[config.mk]
export PLATFORM = sky130hd
export DESIGN_NAME = acc_unit
export DESIGN_NICKNAME = d
export VERILOG_FILES = /design/src/common/acc_pkg.sv /design/src/hw/shift_unit/shift_unit.sv /design/src/hw/mult_unit/mult_unit.sv /design/src/hw/acc_ctrl.sv /design/src/hw/acc_unit.sv
export SDC_FILE = /design/constraint.sdc
export NUM_CORES = 1
export LEC_CHECK = 0
export BUFFER_PORTS_ARGS = -buffer_cell sky130_fd_sc_hd__buf_2
export CAP_MARGIN = 0
export CORE_UTILIZATION = 67
export CTS_CLUSTER_DIAMETER = 60
export DETAILED_ROUTE_END_ITERATION = 8
export GPL_TIMING_DRIVEN = 0
export PLACE_DENSITY_LB_ADDON = 0.25
export SLEW_MARGIN = 20
export SYNTH_ARGS = -nofsm -noshare
export SYNTH_HDL_FRONTEND = slang
export SYNTH_HIERARCHICAL = 1
export SYNTH_SLANG_ARGS = --single-unit
[constraint.sdc]
create_clock -name clk -period 5.8 [get_ports clk]
set_input_delay 0.29 -clock clk [delete_from_list [all_inputs] [get_ports clk]]
set_output_delay 0.29 -clock clk [all_outputs]
set_load 0.05 [all_outputs]
[src/common/acc_pkg.sv]
/*
 * Accumulator unit package
 * Widths, operation codes and sequencer state encodings
 */

package acc_pkg;

   // Datapath widths
   localparam int data_w  = 32;   // Accumulator and shifter
   localparam int half_w  = 16;   // Multiplier operands
   localparam int shamt_w = 6;    // Signed shift amount, bit 5 set means right

   // Shift-add iterations for a 16x16 product
   localparam int mult_steps = 16;

   // Accumulator operations
   typedef enum logic [1:0] {
      op_load  = 2'b00,
      op_add   = 2'b01,
      op_shift = 2'b10,
      op_mac   = 2'b11
   } op_t;

   // Shifter and multiplier sequence
   typedef enum logic [1:0] {
      st_idle    = 2'b00,
      st_running = 2'b01,
      st_last    = 2'b10
   } seq_state_t;

   // Command sequencer
   typedef enum logic [1:0] {
      cs_idle       = 2'b00,
      cs_wait_shift = 2'b01,
      cs_wait_mult  = 2'b10,
      cs_finish     = 2'b11
   } ctrl_state_t;

endpackage

[src/hw/shift_unit/shift_unit.sv]
/*
 * Iterative left/arithmetic-right shifter, one bit per cycle
 * Reports last bit out and sticky sign changes at bits 15 and 31
 */

`timescale 1ns/100ps

module shift_unit (
   input  logic                        clk,
   input  logic                        reset,
   input  logic                        ready,
   input  logic [acc_pkg::data_w-1:0]  data_in,
   input  logic [acc_pkg::shamt_w-1:0] shift_amount,
   output logic                        done,
   output logic [acc_pkg::data_w-1:0]  data_out,
   output logic                        last_bit,
   output logic                        sign_change16,
   output logic                        sign_change32
);
   import acc_pkg::*;

   seq_state_t         state;
   seq_state_t         next_state;
   logic [shamt_w-1:0] count;
   logic               up;
   logic               final_step;

   // Direction comes from the sign of the loaded count
   assign up = ~count[shamt_w-1];

   // Left counts down to 1, right counts up to -1
   assign final_step = up ? (count < shamt_w'(2)) : (count == {shamt_w{1'b1}});

   assign done = (state == st_last);

   always_comb
   begin
      next_state = state;
      case (state)
         st_idle:
            if (ready)
               next_state = st_running;
         st_running:
            if (final_step)
               next_state = st_last;
         st_last:
            if (!ready)
               next_state = st_idle;   // Hold done until ready falls
         default:
            next_state = st_idle;
      endcase
   end

   always_ff @(posedge clk)
   begin
      if (reset)
      begin
         state <= st_idle;
         count <= '0;
      end
      else
      begin
         state <= next_state;
         if (state == st_idle)
            count <= shift_amount;
         else if (state == st_running && count != '0)
            count <= up ? count - shamt_w'(1) : count + shamt_w'(1);
      end
   end

   always_ff @(posedge clk)
   begin
      if (state == st_idle)
      begin
         data_out      <= data_in;
         last_bit      <= 1'b0;
         sign_change16 <= 1'b0;
         sign_change32 <= 1'b0;
      end
      else if (state == st_running && count != '0)   // Zero shift passes through
      begin
         if (up)
         begin
            last_bit <= data_out[data_w-1];
            data_out <= {data_out[data_w-2:0], 1'b0};
            // Sticky, checked before the step
            if (data_out[15] ^ data_out[14])
               sign_change16 <= 1'b1;
            if (data_out[31] ^ data_out[30])
               sign_change32 <= 1'b1;
         end
         else
         begin
            last_bit <= data_out[0];
            data_out <= {data_in[data_w-1], data_out[data_w-1:1]};   // Sign fill
         end
      end
   end

   // A second done cycle needs ready held through the first
   a_done_needs_ready: assert property (@(posedge clk) disable iff (reset)
      (done && !ready) |=> !done);

   a_result_stable: assert property (@(posedge clk) disable iff (reset)
      (state == st_last) |=> $stable(data_out));

endmodule

[src/hw/mult_unit/mult_unit.sv]
/*
 * Iterative 16x16 unsigned shift-add multiplier
 * Same ready/done sequence as the shifter
 */

`timescale 1ns/100ps

module mult_unit (
   input  logic                       clk,
   input  logic                       reset,
   input  logic                       ready,
   input  logic [acc_pkg::half_w-1:0] multiplicand,
   input  logic [acc_pkg::half_w-1:0] multiplier,
   output logic                       done,
   output logic [acc_pkg::data_w-1:0] product
);
   import acc_pkg::*;

   seq_state_t        state;
   seq_state_t        next_state;
   logic [4:0]        step;
   logic [data_w-1:0] mcand;      // Shifts left each step
   logic [half_w-1:0] mplier;     // Shifts right each step
   logic [data_w-1:0] partial;

   assign done    = (state == st_last);
   assign product = partial;

   always_comb
   begin
      next_state = state;
      case (state)
         st_idle:
            if (ready)
               next_state = st_running;
         st_running:
            if (step == 5'(mult_steps - 1))
               next_state = st_last;
         st_last:
            if (!ready)
               next_state = st_idle;
         default:
            next_state = st_idle;
      endcase
   end

   always_ff @(posedge clk)
   begin
      if (reset)
      begin
         state <= st_idle;
         step  <= '0;
      end
      else
      begin
         state <= next_state;
         if (state == st_idle)
            step <= '0;
         else if (state == st_running)
            step <= step + 5'd1;
      end
   end

   always_ff @(posedge clk)
   begin
      if (state == st_idle)
      begin
         mcand   <= {{half_w{1'b0}}, multiplicand};
         mplier  <= multiplier;
         partial <= '0;
      end
      else if (state == st_running)
      begin
         if (mplier[0])
            partial <= partial + mcand;
         mcand  <= {mcand[data_w-2:0], 1'b0};
         mplier <= {1'b0, mplier[half_w-1:1]};
      end
   end

   a_step_bound: assert property (@(posedge clk) disable iff (reset)
      step <= 5'(mult_steps));

endmodule

[src/hw/acc_ctrl.sv]
/*
 * Command sequencer for the accumulator unit
 * Owns accumulator and flags, launches shifter and multiplier
 */

`timescale 1ns/100ps

module acc_ctrl (
   input  logic                        clk,
   input  logic                        reset,
   input  logic                        op_start,
   input  acc_pkg::op_t                op_code,
   input  logic [acc_pkg::data_w-1:0]  operand,
   input  logic [acc_pkg::shamt_w-1:0] shift_amount,
   output logic                        busy,
   output logic                        op_done,
   output logic [acc_pkg::data_w-1:0]  acc_value,
   output logic                        carry_out,
   output logic                        ovf16,
   output logic                        ovf32,
   output logic                        shift_ready,
   output logic [acc_pkg::data_w-1:0]  shift_data,
   output logic [acc_pkg::shamt_w-1:0] shift_count,
   input  logic                        shift_done,
   input  logic [acc_pkg::data_w-1:0]  shift_result,
   input  logic                        shift_last_bit,
   input  logic                        shift_sign16,
   input  logic                        shift_sign32,
   output logic                        mult_ready,
   output logic [acc_pkg::half_w-1:0]  mult_a,
   output logic [acc_pkg::half_w-1:0]  mult_b,
   input  logic                        mult_done,
   input  logic [acc_pkg::data_w-1:0]  mult_product
);
   import acc_pkg::*;

   ctrl_state_t        state;
   op_t                cmd_op;
   logic [data_w-1:0]  cmd_operand;
   logic [shamt_w-1:0] cmd_shamt;
   logic [data_w-1:0]  addend;
   logic [data_w:0]    sum;
   logic               add_ovf;

   assign busy = (state != cs_idle);

   // Latched command drives both units for the whole operation
   assign shift_data  = acc_value;
   assign shift_count = cmd_shamt;
   assign mult_a      = cmd_operand[data_w-1:half_w];
   assign mult_b      = cmd_operand[half_w-1:0];

   // Shared adder for add and multiply-accumulate
   assign addend  = (state == cs_wait_mult) ? mult_product : cmd_operand;
   assign sum     = {1'b0, acc_value} + {1'b0, addend};
   assign add_ovf = (acc_value[data_w-1] == addend[data_w-1]) &&
                    (sum[data_w-1] != acc_value[data_w-1]);

   always_ff @(posedge clk)
   begin
      if (state == cs_idle && op_start)
      begin
         cmd_op      <= op_code;
         cmd_operand <= operand;
         cmd_shamt   <= shift_amount;
      end
   end

   always_ff @(posedge clk)
   begin
      if (reset)
      begin
         state       <= cs_idle;
         shift_ready <= 1'b0;
         mult_ready  <= 1'b0;
         op_done     <= 1'b0;
         acc_value   <= '0;
         carry_out   <= 1'b0;
         ovf16       <= 1'b0;
         ovf32       <= 1'b0;
      end
      else
      begin
         op_done <= 1'b0;
         case (state)
            cs_idle:
               if (op_start)
               begin
                  case (op_code)
                     op_shift:
                     begin
                        state       <= cs_wait_shift;
                        shift_ready <= 1'b1;
                     end
                     op_mac:
                     begin
                        state      <= cs_wait_mult;
                        mult_ready <= 1'b1;
                     end
                     default:
                        state <= cs_finish;   // Load and add finish next cycle
                  endcase
               end
            cs_finish:
            begin
               state   <= cs_idle;
               op_done <= 1'b1;
               if (cmd_op == op_load)
               begin
                  acc_value <= cmd_operand;
                  carry_out <= 1'b0;
                  ovf16     <= 1'b0;
                  ovf32     <= 1'b0;
               end
               else
               begin
                  acc_value <= sum[data_w-1:0];
                  carry_out <= sum[data_w];
                  ovf32     <= ovf32 | add_ovf;
               end
            end
            cs_wait_shift:
               if (shift_done)
               begin
                  state       <= cs_idle;
                  shift_ready <= 1'b0;   // Keeps done to one cycle
                  op_done     <= 1'b1;
                  acc_value   <= shift_result;
                  carry_out   <= shift_last_bit;
                  ovf16       <= ovf16 | shift_sign16;
                  ovf32       <= ovf32 | shift_sign32;
               end
            cs_wait_mult:
               if (mult_done)
               begin
                  state      <= cs_idle;
                  mult_ready <= 1'b0;
                  op_done    <= 1'b1;
                  acc_value  <= sum[data_w-1:0];
                  carry_out  <= sum[data_w];
                  ovf32      <= ovf32 | add_ovf;
               end
            default:
               state <= cs_idle;
         endcase
      end
   end

   a_done_pulse: assert property (@(posedge clk) disable iff (reset)
      op_done |=> !op_done);

   // Only one unit runs at a time
   a_one_unit: assert property (@(posedge clk) disable iff (reset)
      !(shift_ready && mult_ready));

endmodule

[src/hw/acc_unit.sv]
/*
 * Accumulator unit top level
 * Controller with shifter and multiplier
 */

`timescale 1ns/100ps

module acc_unit (
   input  logic                        clk,
   input  logic                        reset,
   input  logic                        op_start,
   input  acc_pkg::op_t                op_code,
   input  logic [acc_pkg::data_w-1:0]  operand,
   input  logic [acc_pkg::shamt_w-1:0] shift_amount,
   output logic                        busy,
   output logic                        op_done,
   output logic [acc_pkg::data_w-1:0]  acc_value,
   output logic                        carry_out,
   output logic                        ovf16,
   output logic                        ovf32
);
   import acc_pkg::*;

   // Controller to shifter
   logic               shift_ready;
   logic [data_w-1:0]  shift_data;
   logic [shamt_w-1:0] shift_count;
   logic               shift_done;
   logic [data_w-1:0]  shift_result;
   logic               shift_last_bit;
   logic               shift_sign16;
   logic               shift_sign32;

   // Controller to multiplier
   logic               mult_ready;
   logic [half_w-1:0]  mult_a;
   logic [half_w-1:0]  mult_b;
   logic               mult_done;
   logic [data_w-1:0]  mult_product;

   acc_ctrl i_ctrl (
      .clk            (clk),
      .reset          (reset),
      .op_start       (op_start),
      .op_code        (op_code),
      .operand        (operand),
      .shift_amount   (shift_amount),
      .busy           (busy),
      .op_done        (op_done),
      .acc_value      (acc_value),
      .carry_out      (carry_out),
      .ovf16          (ovf16),
      .ovf32          (ovf32),
      .shift_ready    (shift_ready),
      .shift_data     (shift_data),
      .shift_count    (shift_count),
      .shift_done     (shift_done),
      .shift_result   (shift_result),
      .shift_last_bit (shift_last_bit),
      .shift_sign16   (shift_sign16),
      .shift_sign32   (shift_sign32),
      .mult_ready     (mult_ready),
      .mult_a         (mult_a),
      .mult_b         (mult_b),
      .mult_done      (mult_done),
      .mult_product   (mult_product)
   );

   shift_unit i_shift (
      .clk           (clk),
      .reset         (reset),
      .ready         (shift_ready),
      .data_in       (shift_data),
      .shift_amount  (shift_count),
      .done          (shift_done),
      .data_out      (shift_result),
      .last_bit      (shift_last_bit),
      .sign_change16 (shift_sign16),
      .sign_change32 (shift_sign32)
   );

   mult_unit i_mult (
      .clk          (clk),
      .reset        (reset),
      .ready        (mult_ready),
      .multiplicand (mult_a),
      .multiplier   (mult_b),
      .done         (mult_done),
      .product      (mult_product)
   );

endmodule

==> results of run 1 <==
[through the flow]
stage / total power (µW) / instance area, µm²
5_1_grt: 7770 / 15000
3_3_place_gp: 5640 / 13700
4_1_cts: 7320 / 15000
6_report: 7460 / 15000
2_1_floorplan: 4810 / 13000
3_5_place_dp: 5730 / 13800
[cell type report]
class                           instances  area, µm²  share of cell area (%)
Sequential cell                       210       5250                    35.0
Inverter                               25       93.8                   0.626
Timing Repair Buffer                  119        823                    5.49
Clock inverter                         17        198                    1.32
Clock buffer                           24        601                    4.01
Buffer                                103        622                    4.15
Multi-Input combinational cell       1053       7080                    47.2
Tap cell                              260        325                    2.17
[state kept, by name (all words and copies together) (netlist names)]
signal	flops
i_ctrl/acc_value	32
i_ctrl/cmd_operand	32
i_mult/mcand	32
i_mult/product	32
i_shift/data_out	32
i_mult/mplier	16
i_ctrl/shift_count	6
i_shift/count	6
i_mult/step	5
i_ctrl/cmd_op	2
i_ctrl/state	2
i_mult/state	2
i_shift/state	2
i_ctrl/carry_out	1
i_ctrl/mult_ready	1
i_ctrl/op_done	1
i_ctrl/ovf16	1
i_ctrl/ovf32	1
i_ctrl/shift_ready	1
i_shift/last_bit	1
i_shift/sign_change16	1
i_shift/sign_change32	1
[routing by layer]
metal,up-vias,share of wire [%],GRT usage [%]
met5,-,0,0
met4,0,3.5,13.6
met3,119,10,5.77
met2,660,46,64.0
met1,5485,40,52.5
li1,5377,-,-
[power by group]
group          internal, µW  switching (µW)
Combinational          1320            2140
Sequential             1970             458
Clock                   933             633
[cell usage after synthesis, types with 4 or more instances]
cell / n
sky130_fd_sc_hd__nand2_1: 257
sky130_fd_sc_hd__dfxtp_1: 106
sky130_fd_sc_hd__edfxtp_1: 104
sky130_fd_sc_hd__a21oi_1: 94
sky130_fd_sc_hd__o21ai_0: 89
sky130_fd_sc_hd__ha_1: 77
sky130_fd_sc_hd__nor2_1: 61
sky130_fd_sc_hd__clkbuf_1: 42
sky130_fd_sc_hd__a21o_1: 39
sky130_fd_sc_hd__mux2i_1: 36
sky130_fd_sc_hd__xnor2_1: 35
sky130_fd_sc_hd__buf_4: 34
sky130_fd_sc_hd__mux2_2: 33
sky130_fd_sc_hd__inv_1: 24
sky130_fd_sc_hd__nand3_1: 24
sky130_fd_sc_hd__a211oi_1: 21
sky130_fd_sc_hd__xor2_1: 20
sky130_fd_sc_hd__o21ai_1: 17
sky130_fd_sc_hd__a222oi_1: 16
sky130_fd_sc_hd__and3_1: 16
sky130_fd_sc_hd__nor3_1: 15
sky130_fd_sc_hd__a221oi_1: 13
sky130_fd_sc_hd__a31oi_1: 12
sky130_fd_sc_hd__buf_2: 12
sky130_fd_sc_hd__and2_1: 11
sky130_fd_sc_hd__nor2b_1: 11
sky130_fd_sc_hd__o21bai_1: 11
sky130_fd_sc_hd__nand4_1: 9
sky130_fd_sc_hd__o211ai_1: 9
sky130_fd_sc_hd__o21a_1: 7
sky130_fd_sc_hd__clkbuf_8: 6
sky130_fd_sc_hd__nand2b_1: 6
sky130_fd_sc_hd__o21ai_2: 6
sky130_fd_sc_hd__a221o_1: 5
sky130_fd_sc_hd__a22oi_1: 5
sky130_fd_sc_hd__a31o_2: 5
sky130_fd_sc_hd__buf_1: 5
sky130_fd_sc_hd__a21oi_2: 4
sky130_fd_sc_hd__a41oi_1: 4
[worst max-delay path, stage by stage (launching register included)]
cell and delay (ns):
sky130_fd_sc_hd__dfxtp_1 0.34, sky130_fd_sc_hd__inv_1 0.12, sky130_fd_sc_hd__ha_1 0.17, sky130_fd_sc_hd__clkbuf_1 0.48
sky130_fd_sc_hd__buf_1 0.60, sky130_fd_sc_hd__mux2_2 0.44, sky130_fd_sc_hd__ha_1 0.25, sky130_fd_sc_hd__fa_1 0.44
sky130_fd_sc_hd__a211oi_1 0.33, sky130_fd_sc_hd__o21ai_1 0.13, sky130_fd_sc_hd__a31o_2 0.29, sky130_fd_sc_hd__a211oi_1 0.36
sky130_fd_sc_hd__o21ai_1 0.12, sky130_fd_sc_hd__xor2_1 0.15, sky130_fd_sc_hd__a222oi_1 0.32, sky130_fd_sc_hd__a211oi_1 0.12
[final timing paths]
| check | start | end | cells past startpoint |
|---|---|---|---|
| max | i_ctrl/state[0] | i_ctrl/acc_value[20] | 15 |
| min | op_code[1] | i_ctrl/cmd_op[1] | 1 |
| min reg2reg | i_shift/sign_change32 | i_shift/sign_change32 | 2 |
| max reg2reg | i_ctrl/state[0] | i_ctrl/acc_value[20] | 15 |
[logic make-up after synthesis]
logic type / share of synthesized area [%]
AND/OR/NAND/NOR: 15.6
AO/OA/AOI/OAI: 21.3
flip-flops: 40.3
buffers and inverters: 5.50
adder cells (fa/ha/maj): 7.86
multiplexers: 5.71
XOR/XNOR: 3.70
==> metrics.md, run 1 <==
| Metric | Value |
|---|---|
| Class of the tightest hold or removal check | `input pin to register` |
| Worst Setup End Kind | `register` |
| Hold bufs inserted after CTS | `38` |
| Post-CTS clock slew at the launch and capture registers of the worst setup and hold paths | `0.06 ns` |
| Number of antenna violations at the first check in global routing | `0` |
| Number of synthesized flops with an enable pin | `104` |
| Data arrival at the endpoint of the critical path | `5.19 ns` |
| Smallest setup slack after layout | `0.997 ns` |
| Number of design rule violations left after detail routing | `0` |
| Maxcap violations | `0` |
| Sum of overflow across all layers after global routing | `0` |
| Full die area | `20000 µm²` |
| Top FF cell, synth | `sky130_fd_sc_hd__dfxtp_1` |
| DRT iter0 DRCs | `1459` |
| Insertion delay of the later-clocked pin in the worst-skew pair | `0.52 ns` |
| Post-CTS setup buffer count | `0` |
| Worst setup timing slack at the placement stage | `1.11 ns` |
| Highest net fanout along the worst path | `10` |
| Post-synthesis area per instance | `9.36 µm²` |
| Sequential share of the synthesized area | `40.3%` |
| RSZ-0062 raised after global routing | `no` |
| Post-CTS sizing | `0` |
| Total CTS buffers | `23` |
| Routed wire length | `39.0 mm` |
| CTS Sinks | `210` |
| Number of hold-slack violations in the final timing report | `0` |
| R2R setup slack | `1.0 ns` |
| # setup viols final | `0` |
| Share of layout cells above drive strength 1 | `17.1%` |
| Area growth syn-to-layout | `15.1%` |
| Maximum achievable frequency | `208 MHz` |
| Pwr per Cell Area | `498 nW/µm²` |
| Net count of the finished layout | `1658` |
| Critical Path Start Type | `register` |
| Global-route wire length before repair | `59.6 mm` |
| Total inserted antenna cells | `0` |
| Cell count after synthesis | `1391` |
| Worst slew margin relative to its limit | `44.1%` |
| Vias per cell | `6.43` |
| Max-slew violations | `0` |
| Setup_tns | `0 ns` |
| # rows | `50` |
| Most frequent cells in the layout | `257 x sky130_fd_sc_hd__nand2_1, 106 x sky130_fd_sc_hd__dfxtp_1, 104 x sky130_fd_sc_hd__edfxtp_1` |
| Master cell of the clock root buffer | `sky130_fd_sc_hd__clkbuf_16` |
| Antenna Violating Nets Remaining | `0` |
| Top Ports | `80` |
| Clock buffer depth | `3` |
| Run status | `complete, no violations` |
| DPL Wire Length | `28.4 mm` |
| Synthesized flop and latch total | `210` |
| Share of the core filled with cells | `79.3%` |
| TritonCTS clock tree | `yes` |
| Shortest period the worst path allows | `4.80 ns` |
| Post-DR wirelength/cell | `21.5 µm` |
| Largest area contributor in the synthesized netlist | `sky130_fd_sc_hd__edfxtp_1` |
| Maximum number of pins on one net before global-route repair | `37` |
| Die height | `141 µm` |
| Slew at the pin closest to its max-slew limit | `0.838 ns` |
| Non-filler instance count after layout | `1811` |
| Area of the mapped netlist | `13000 µm²` |
| Most frequent standard cell in the layout excluding fill and tap cells | `sky130_fd_sc_hd__nand2_1` |
| Proportion of netlist area held by the largest area contributor | `24.0%` |
| Count of buffers from port buffering | `79` |
| Main area contributors after synthesis | `sky130_fd_sc_hd__edfxtp_1 24%, sky130_fd_sc_hd__dfxtp_1 16%, sky130_fd_sc_hd__nand2_1 7.4%` |
| Warnings, synthesis | `6` |
| # fillers | `1284` |
| Width of the die | `141 µm` |
| Final clock skew | `0.0124 ns` |
| Vias in the first global route | `10900` |
| Async set-reset flop share out of synthesis | `0%` |
| Syn_nets | `1514` |
| Initial cell density of the core | `68.9%` |
| Final hold slack | `0.0155 ns` |
| Standby leakage power | `0.00639 µW` |
| Global placer's final weighted congestion | `0.989` |
| Via count | `11600` |
| DP Cell Count | `1732` |
| Area of the core | `18900 µm²` |
| All-Layer GR Usage | `38.9%` |
| CTS H-tree lvls | `1` |
| Worst setup path class | `register to register` |
| Final critical-path share of the clock period | `82.8%` |
| Worst endpoint required time | `6.19 ns` |
| Max IR drop VDD | `0.000503 V` |
| Count of cell types in the netlist | `100` |
| Number of iterations in the first detailed-routing pass | `9` |
No activity file was read; power rests on OpenSTA's default activity.
==> run 2, diff against run 1 <==
--- a/config.mk
+++ b/config.mk
@@ -7,7 +7,7 @@
 export LEC_CHECK = 0
 export BUFFER_PORTS_ARGS = -buffer_cell sky130_fd_sc_hd__buf_2
 export CAP_MARGIN = 0
-export CORE_UTILIZATION = 67
+export CORE_UTILIZATION = 62
 export CTS_CLUSTER_DIAMETER = 60
 export DETAILED_ROUTE_END_ITERATION = 8
 export GPL_TIMING_DRIVEN = 0
==> constraint.sdc (replaced) <==
create_clock -name clk -period 4.7 [get_ports clk]
set_input_delay 0.235 -clock clk [delete_from_list [all_inputs] [get_ports clk]]
set_output_delay 0.235 -clock clk [all_outputs]
set_load 0.05 [all_outputs]
==> run 2 against run 1 <==
First-iteration DRC count is 2.1% higher. Clock power is 24% higher. Sequential power is 23% higher. The run now ends with DRC left. Cell area is 0.37% higher. Critical path type unchanged. Largest cell class unchanged. Via count is 0.94% lower. Clock-buffer cell count is 13 higher.
==> metrics.md, run 2 (synthesis gave the netlist of run 1 again) <==
| Metric | Value |
|---|---|
| Antenna Violating Nets Remaining | `0 (unchanged)` |
| Global-route wire length before repair | `59.3 mm (-0.50%)` |
| Area growth syn-to-layout | `15.6%` |
| Worst endpoint required time | `5.10 ns (-1.09 ns)` |
| CTS Sinks | `210 (unchanged)` |
| Number of stages on the worst hold path | `2 (+1)` |
| Number of gates on the worst path with buffers counted | `15 (unchanged)` |
| Most frequent standard cell in the layout excluding fill and tap cells | `sky130_fd_sc_hd__nand2_1` |
| Failing checks | `DRC` |
| Full die area | `21600 µm² (+7.9%)` |
| Global placer's final weighted congestion | `0.958 (-3.2%)` |
| Worst Setup End Kind | `register` |
| CP bufs+invs | `3 (unchanged)` |
| Maximum achievable frequency | `230 MHz (+10%)` |
| Count of buffers from port buffering | `79 (unchanged)` |
| Critical-path cell list | `inv_1 > ha_1 > clkbuf_2 > buf_2 > mux2_2 > ha_1 > fa_1 > a211oi_1 > o21ai_1 > a31o_2 > a211oi_1 > o21ai_1 > xor2_1 > a222oi_1 > a211oi_1` |
| Shortest period the worst path allows | `4.35 ns (-0.456 ns)` |
| Top cell family by delay on the critical path | `compound AO/OA/AOI/OAI gates` |
| Total inserted antenna cells | `0 (unchanged)` |
| Initial cell density of the core | `63.7% (-5.2 points)` |
| Total power | `9180 µW (+23%)` |
| Worst Setup SP | `i_ctrl/state[0]` |
| Highest net fanout along the worst path | `10 (unchanged)` |
| Worst slew margin relative to its limit | `42.1% (-2.0 points)` |
| Number of hold-slack violations in the final timing report | `0 (unchanged)` |
| Net count of the finished layout | `1661 (+0.18%)` |
| Run status | `finished with violations` |
| Via count | `11500 (-0.94%)` |
| Number of antenna violations at the first check in global routing | `0 (unchanged)` |
| Vias in the first global route | `10700 (-1.6%)` |
| End point of the critical path | `i_ctrl/acc_value[20]` |
| Final critical-path share of the clock period | `92.5% (+9.7 points)` |
| Insertion delay of the later-clocked pin in the worst-skew pair | `0.53 ns (about the same)` |
| Max-slew violations | `0 (unchanged)` |
| Routed wire length on met2 | `17.5 mm (-2.6%)` |
| Routed wire length | `38.7 mm (-0.71%)` |
| Top Ports | `80 (unchanged)` |
| Share of layout cells above drive strength 1 | `17.0% (-0.055 points)` |
| All-Layer GR Usage | `35.7% (-3.2 points)` |
| TritonCTS clock tree | `yes` |
| CTS H-tree lvls | `1 (unchanged)` |
| Worst setup path class | `register to register` |
| Post-Route M1 WL | `16.0 mm (+2.8%)` |
| Total CTS buffers | `24 (+4.3%)` |
| Standby leakage power | `0.00642 µW (+0.40%)` |
| Pwr per Cell Area | `611 nW/µm² (+23%)` |
| Highest routed layer | `met4` |
| Clock buffer depth | `3 (unchanged)` |
| Vias per cell | `6.32 (-1.8%)` |
| Met3 layer wire length in the routed design | `3.97 mm (-2.1%)` |
| RSZ-0062 raised after global routing | `no` |
| Class of the tightest hold or removal check | `input pin to register` |
| Data arrival at the endpoint of the critical path | `4.75 ns (-0.44 ns)` |
| Post-DR wirelength/cell | `21.2 µm (-1.5%)` |
| Critical Path Start Type | `register` |
| Number of iterations in the first detailed-routing pass | `9 (unchanged)` |
| Largest stage delay on the critical path | `0.44 ns (-0.16 ns)` |
| Share of the core filled with cells | `73.6% (-5.7 points)` |
| Critical R2R Capture | `i_ctrl/acc_value[20]` |
| DPL Wire Length | `28.6 mm (+0.75%)` |
| Master of the slowest instance on the critical path | `sky130_fd_sc_hd__fa_1` |
| Worst r2r path cells | `15 (unchanged)` |
| Maximum number of pins on one net before global-route repair | `37 (unchanged)` |
| DRT iter0 DRCs | `1490 (+2.1%)` |
| Master cell of the clock root buffer | `sky130_fd_sc_hd__clkbuf_16` |
| Most frequent cells in the layout | `257 x sky130_fd_sc_hd__nand2_1, 106 x sky130_fd_sc_hd__dfxtp_1, 104 x sky130_fd_sc_hd__edfxtp_1` |
| Maxcap violations | `0 (unchanged)` |
| # rows | `52 (+4.0%)` |
| Max IR drop VDD | `0.000581 V (+16%)` |
| Post-CTS clock slew at the launch and capture registers of the worst setup and hold paths | `0.06 ns (about the same)` |
| # setup viols final | `0 (unchanged)` |
| Most used cell along the critical path | `sky130_fd_sc_hd__a211oi_1` |
| Slew at the pin closest to its max-slew limit | `0.866 ns (+0.0276 ns)` |
| Die height | `147 µm (+3.9%)` |
| Final clock skew | `0.0133 ns (+0.000860 ns)` |
| Startpoint of the worst register-to-register path | `i_ctrl/state[0]` |
| Number of design rule violations left after detail routing | `12 (+12)` |
| Sum of overflow across all layers after global routing | `0 (unchanged)` |
| Area of the core | `20400 µm² (+8.1%)` |
| Width of the die | `147 µm (+3.9%)` |
| R2R setup slack | `0.35 ns (-0.64 ns)` |
run 2: changes by cell type in the layout (fill, tap and decap cells not counted):
| cell | before | now |
|---|---|---|
| sky130_fd_sc_hd__clkbuf_8 | 6 | 9 |
| sky130_fd_sc_hd__dlygate4sd3_1 | 38 | 40 |
| sky130_fd_sc_hd__clkinvlp_4 | 2 | 1 |
| sky130_fd_sc_hd__buf_2 | 91 | 92 |
| sky130_fd_sc_hd__clkinv_1 | 3 | 1 |
| sky130_fd_sc_hd__clkbuf_1 | 42 | 50 |
| sky130_fd_sc_hd__clkbuf_16 | 24 | 25 |
| sky130_fd_sc_hd__clkinv_4 | 2 | 0 |
| sky130_fd_sc_hd__bufinv_16 | 4 | 3 |
| sky130_fd_sc_hd__buf_1 | 5 | 2 |
| sky130_fd_sc_hd__clkbuf_2 | 1 | 4 |
| sky130_fd_sc_hd__clkinv_2 | 5 | 1 |
run 2: area by class of cell:
class	instances	area (µm²)
multi-input cells	1053	7080
clock buffers	37	701
repair buffers	121	843
well taps	270	338
fillers	1560	5390
inverters	25	93.8
flip-flops and latches	210	5250
clock inverters	7	115
plain buffers	103	627
run 2: worst min-delay path by stage:
stage,startpoint,end,slack (ns)
2_1_floorplan,reset,i_mult/step[0],0.30
3_3_place_gp,shift_amount[0],i_ctrl/shift_count[0],0.41
3_5_place_dp,shift_amount[1],i_ctrl/shift_count[1],0.41
4_1_cts,reset,i_mult/step[2],0.03
5_1_grt,reset,i_mult/step[3],0.04
6_report,reset,i_mult/state[1],0.04
run 2: timing repair:
action | CTS | global route
setup endpoints to repair | 1 | 3
setup buffers | 0 | 0
hold endpoints to repair | 40 | 0
resized for setup | 1 | 4
hold buffers | 40 | 0
run 2: stage by stage:
| stage | instances | hold WS (ns) | TNS (ns) | worst slack [ns] | cell area, µm² |
|---|---|---|---|---|---|
| detailed placement | 1742 | 0.413 | -0.00987 | -0.00987 | 13800 |
| global placement | 1740 | 0.411 | 0 | 0.0525 | 13700 |
| CTS | 1826 | 0.0271 | 0 | 0.0240 | 15000 |
| finish | 1826 | 0.0442 | 0 | 0.354 | 15000 |
| floorplan | 1391 | 0.304 | 0 | 0.825 | 13000 |
| global route | 1826 | 0.0378 | 0 | 0.161 | 15000 |
run 2: layer usage:
metal | track usage [%] | up-vias
li1 | - | 5383
met1 | 48.8 | 5449
met2 | 57.0 | 608
met3 | 6.15 | 92
met4 | 12.5 | 0
met5 | 0 | -
run 2: report_power, final:
| part | switching (µW) | total, µW | internal [µW] |
|---|---|---|---|
| clock | 747 | 1940 | 1190 |
| sequential | 561 | 2990 | 2430 |
| combinational | 2620 | 4250 | 1630 |
| total | 3920 | 9180 | 5260 |
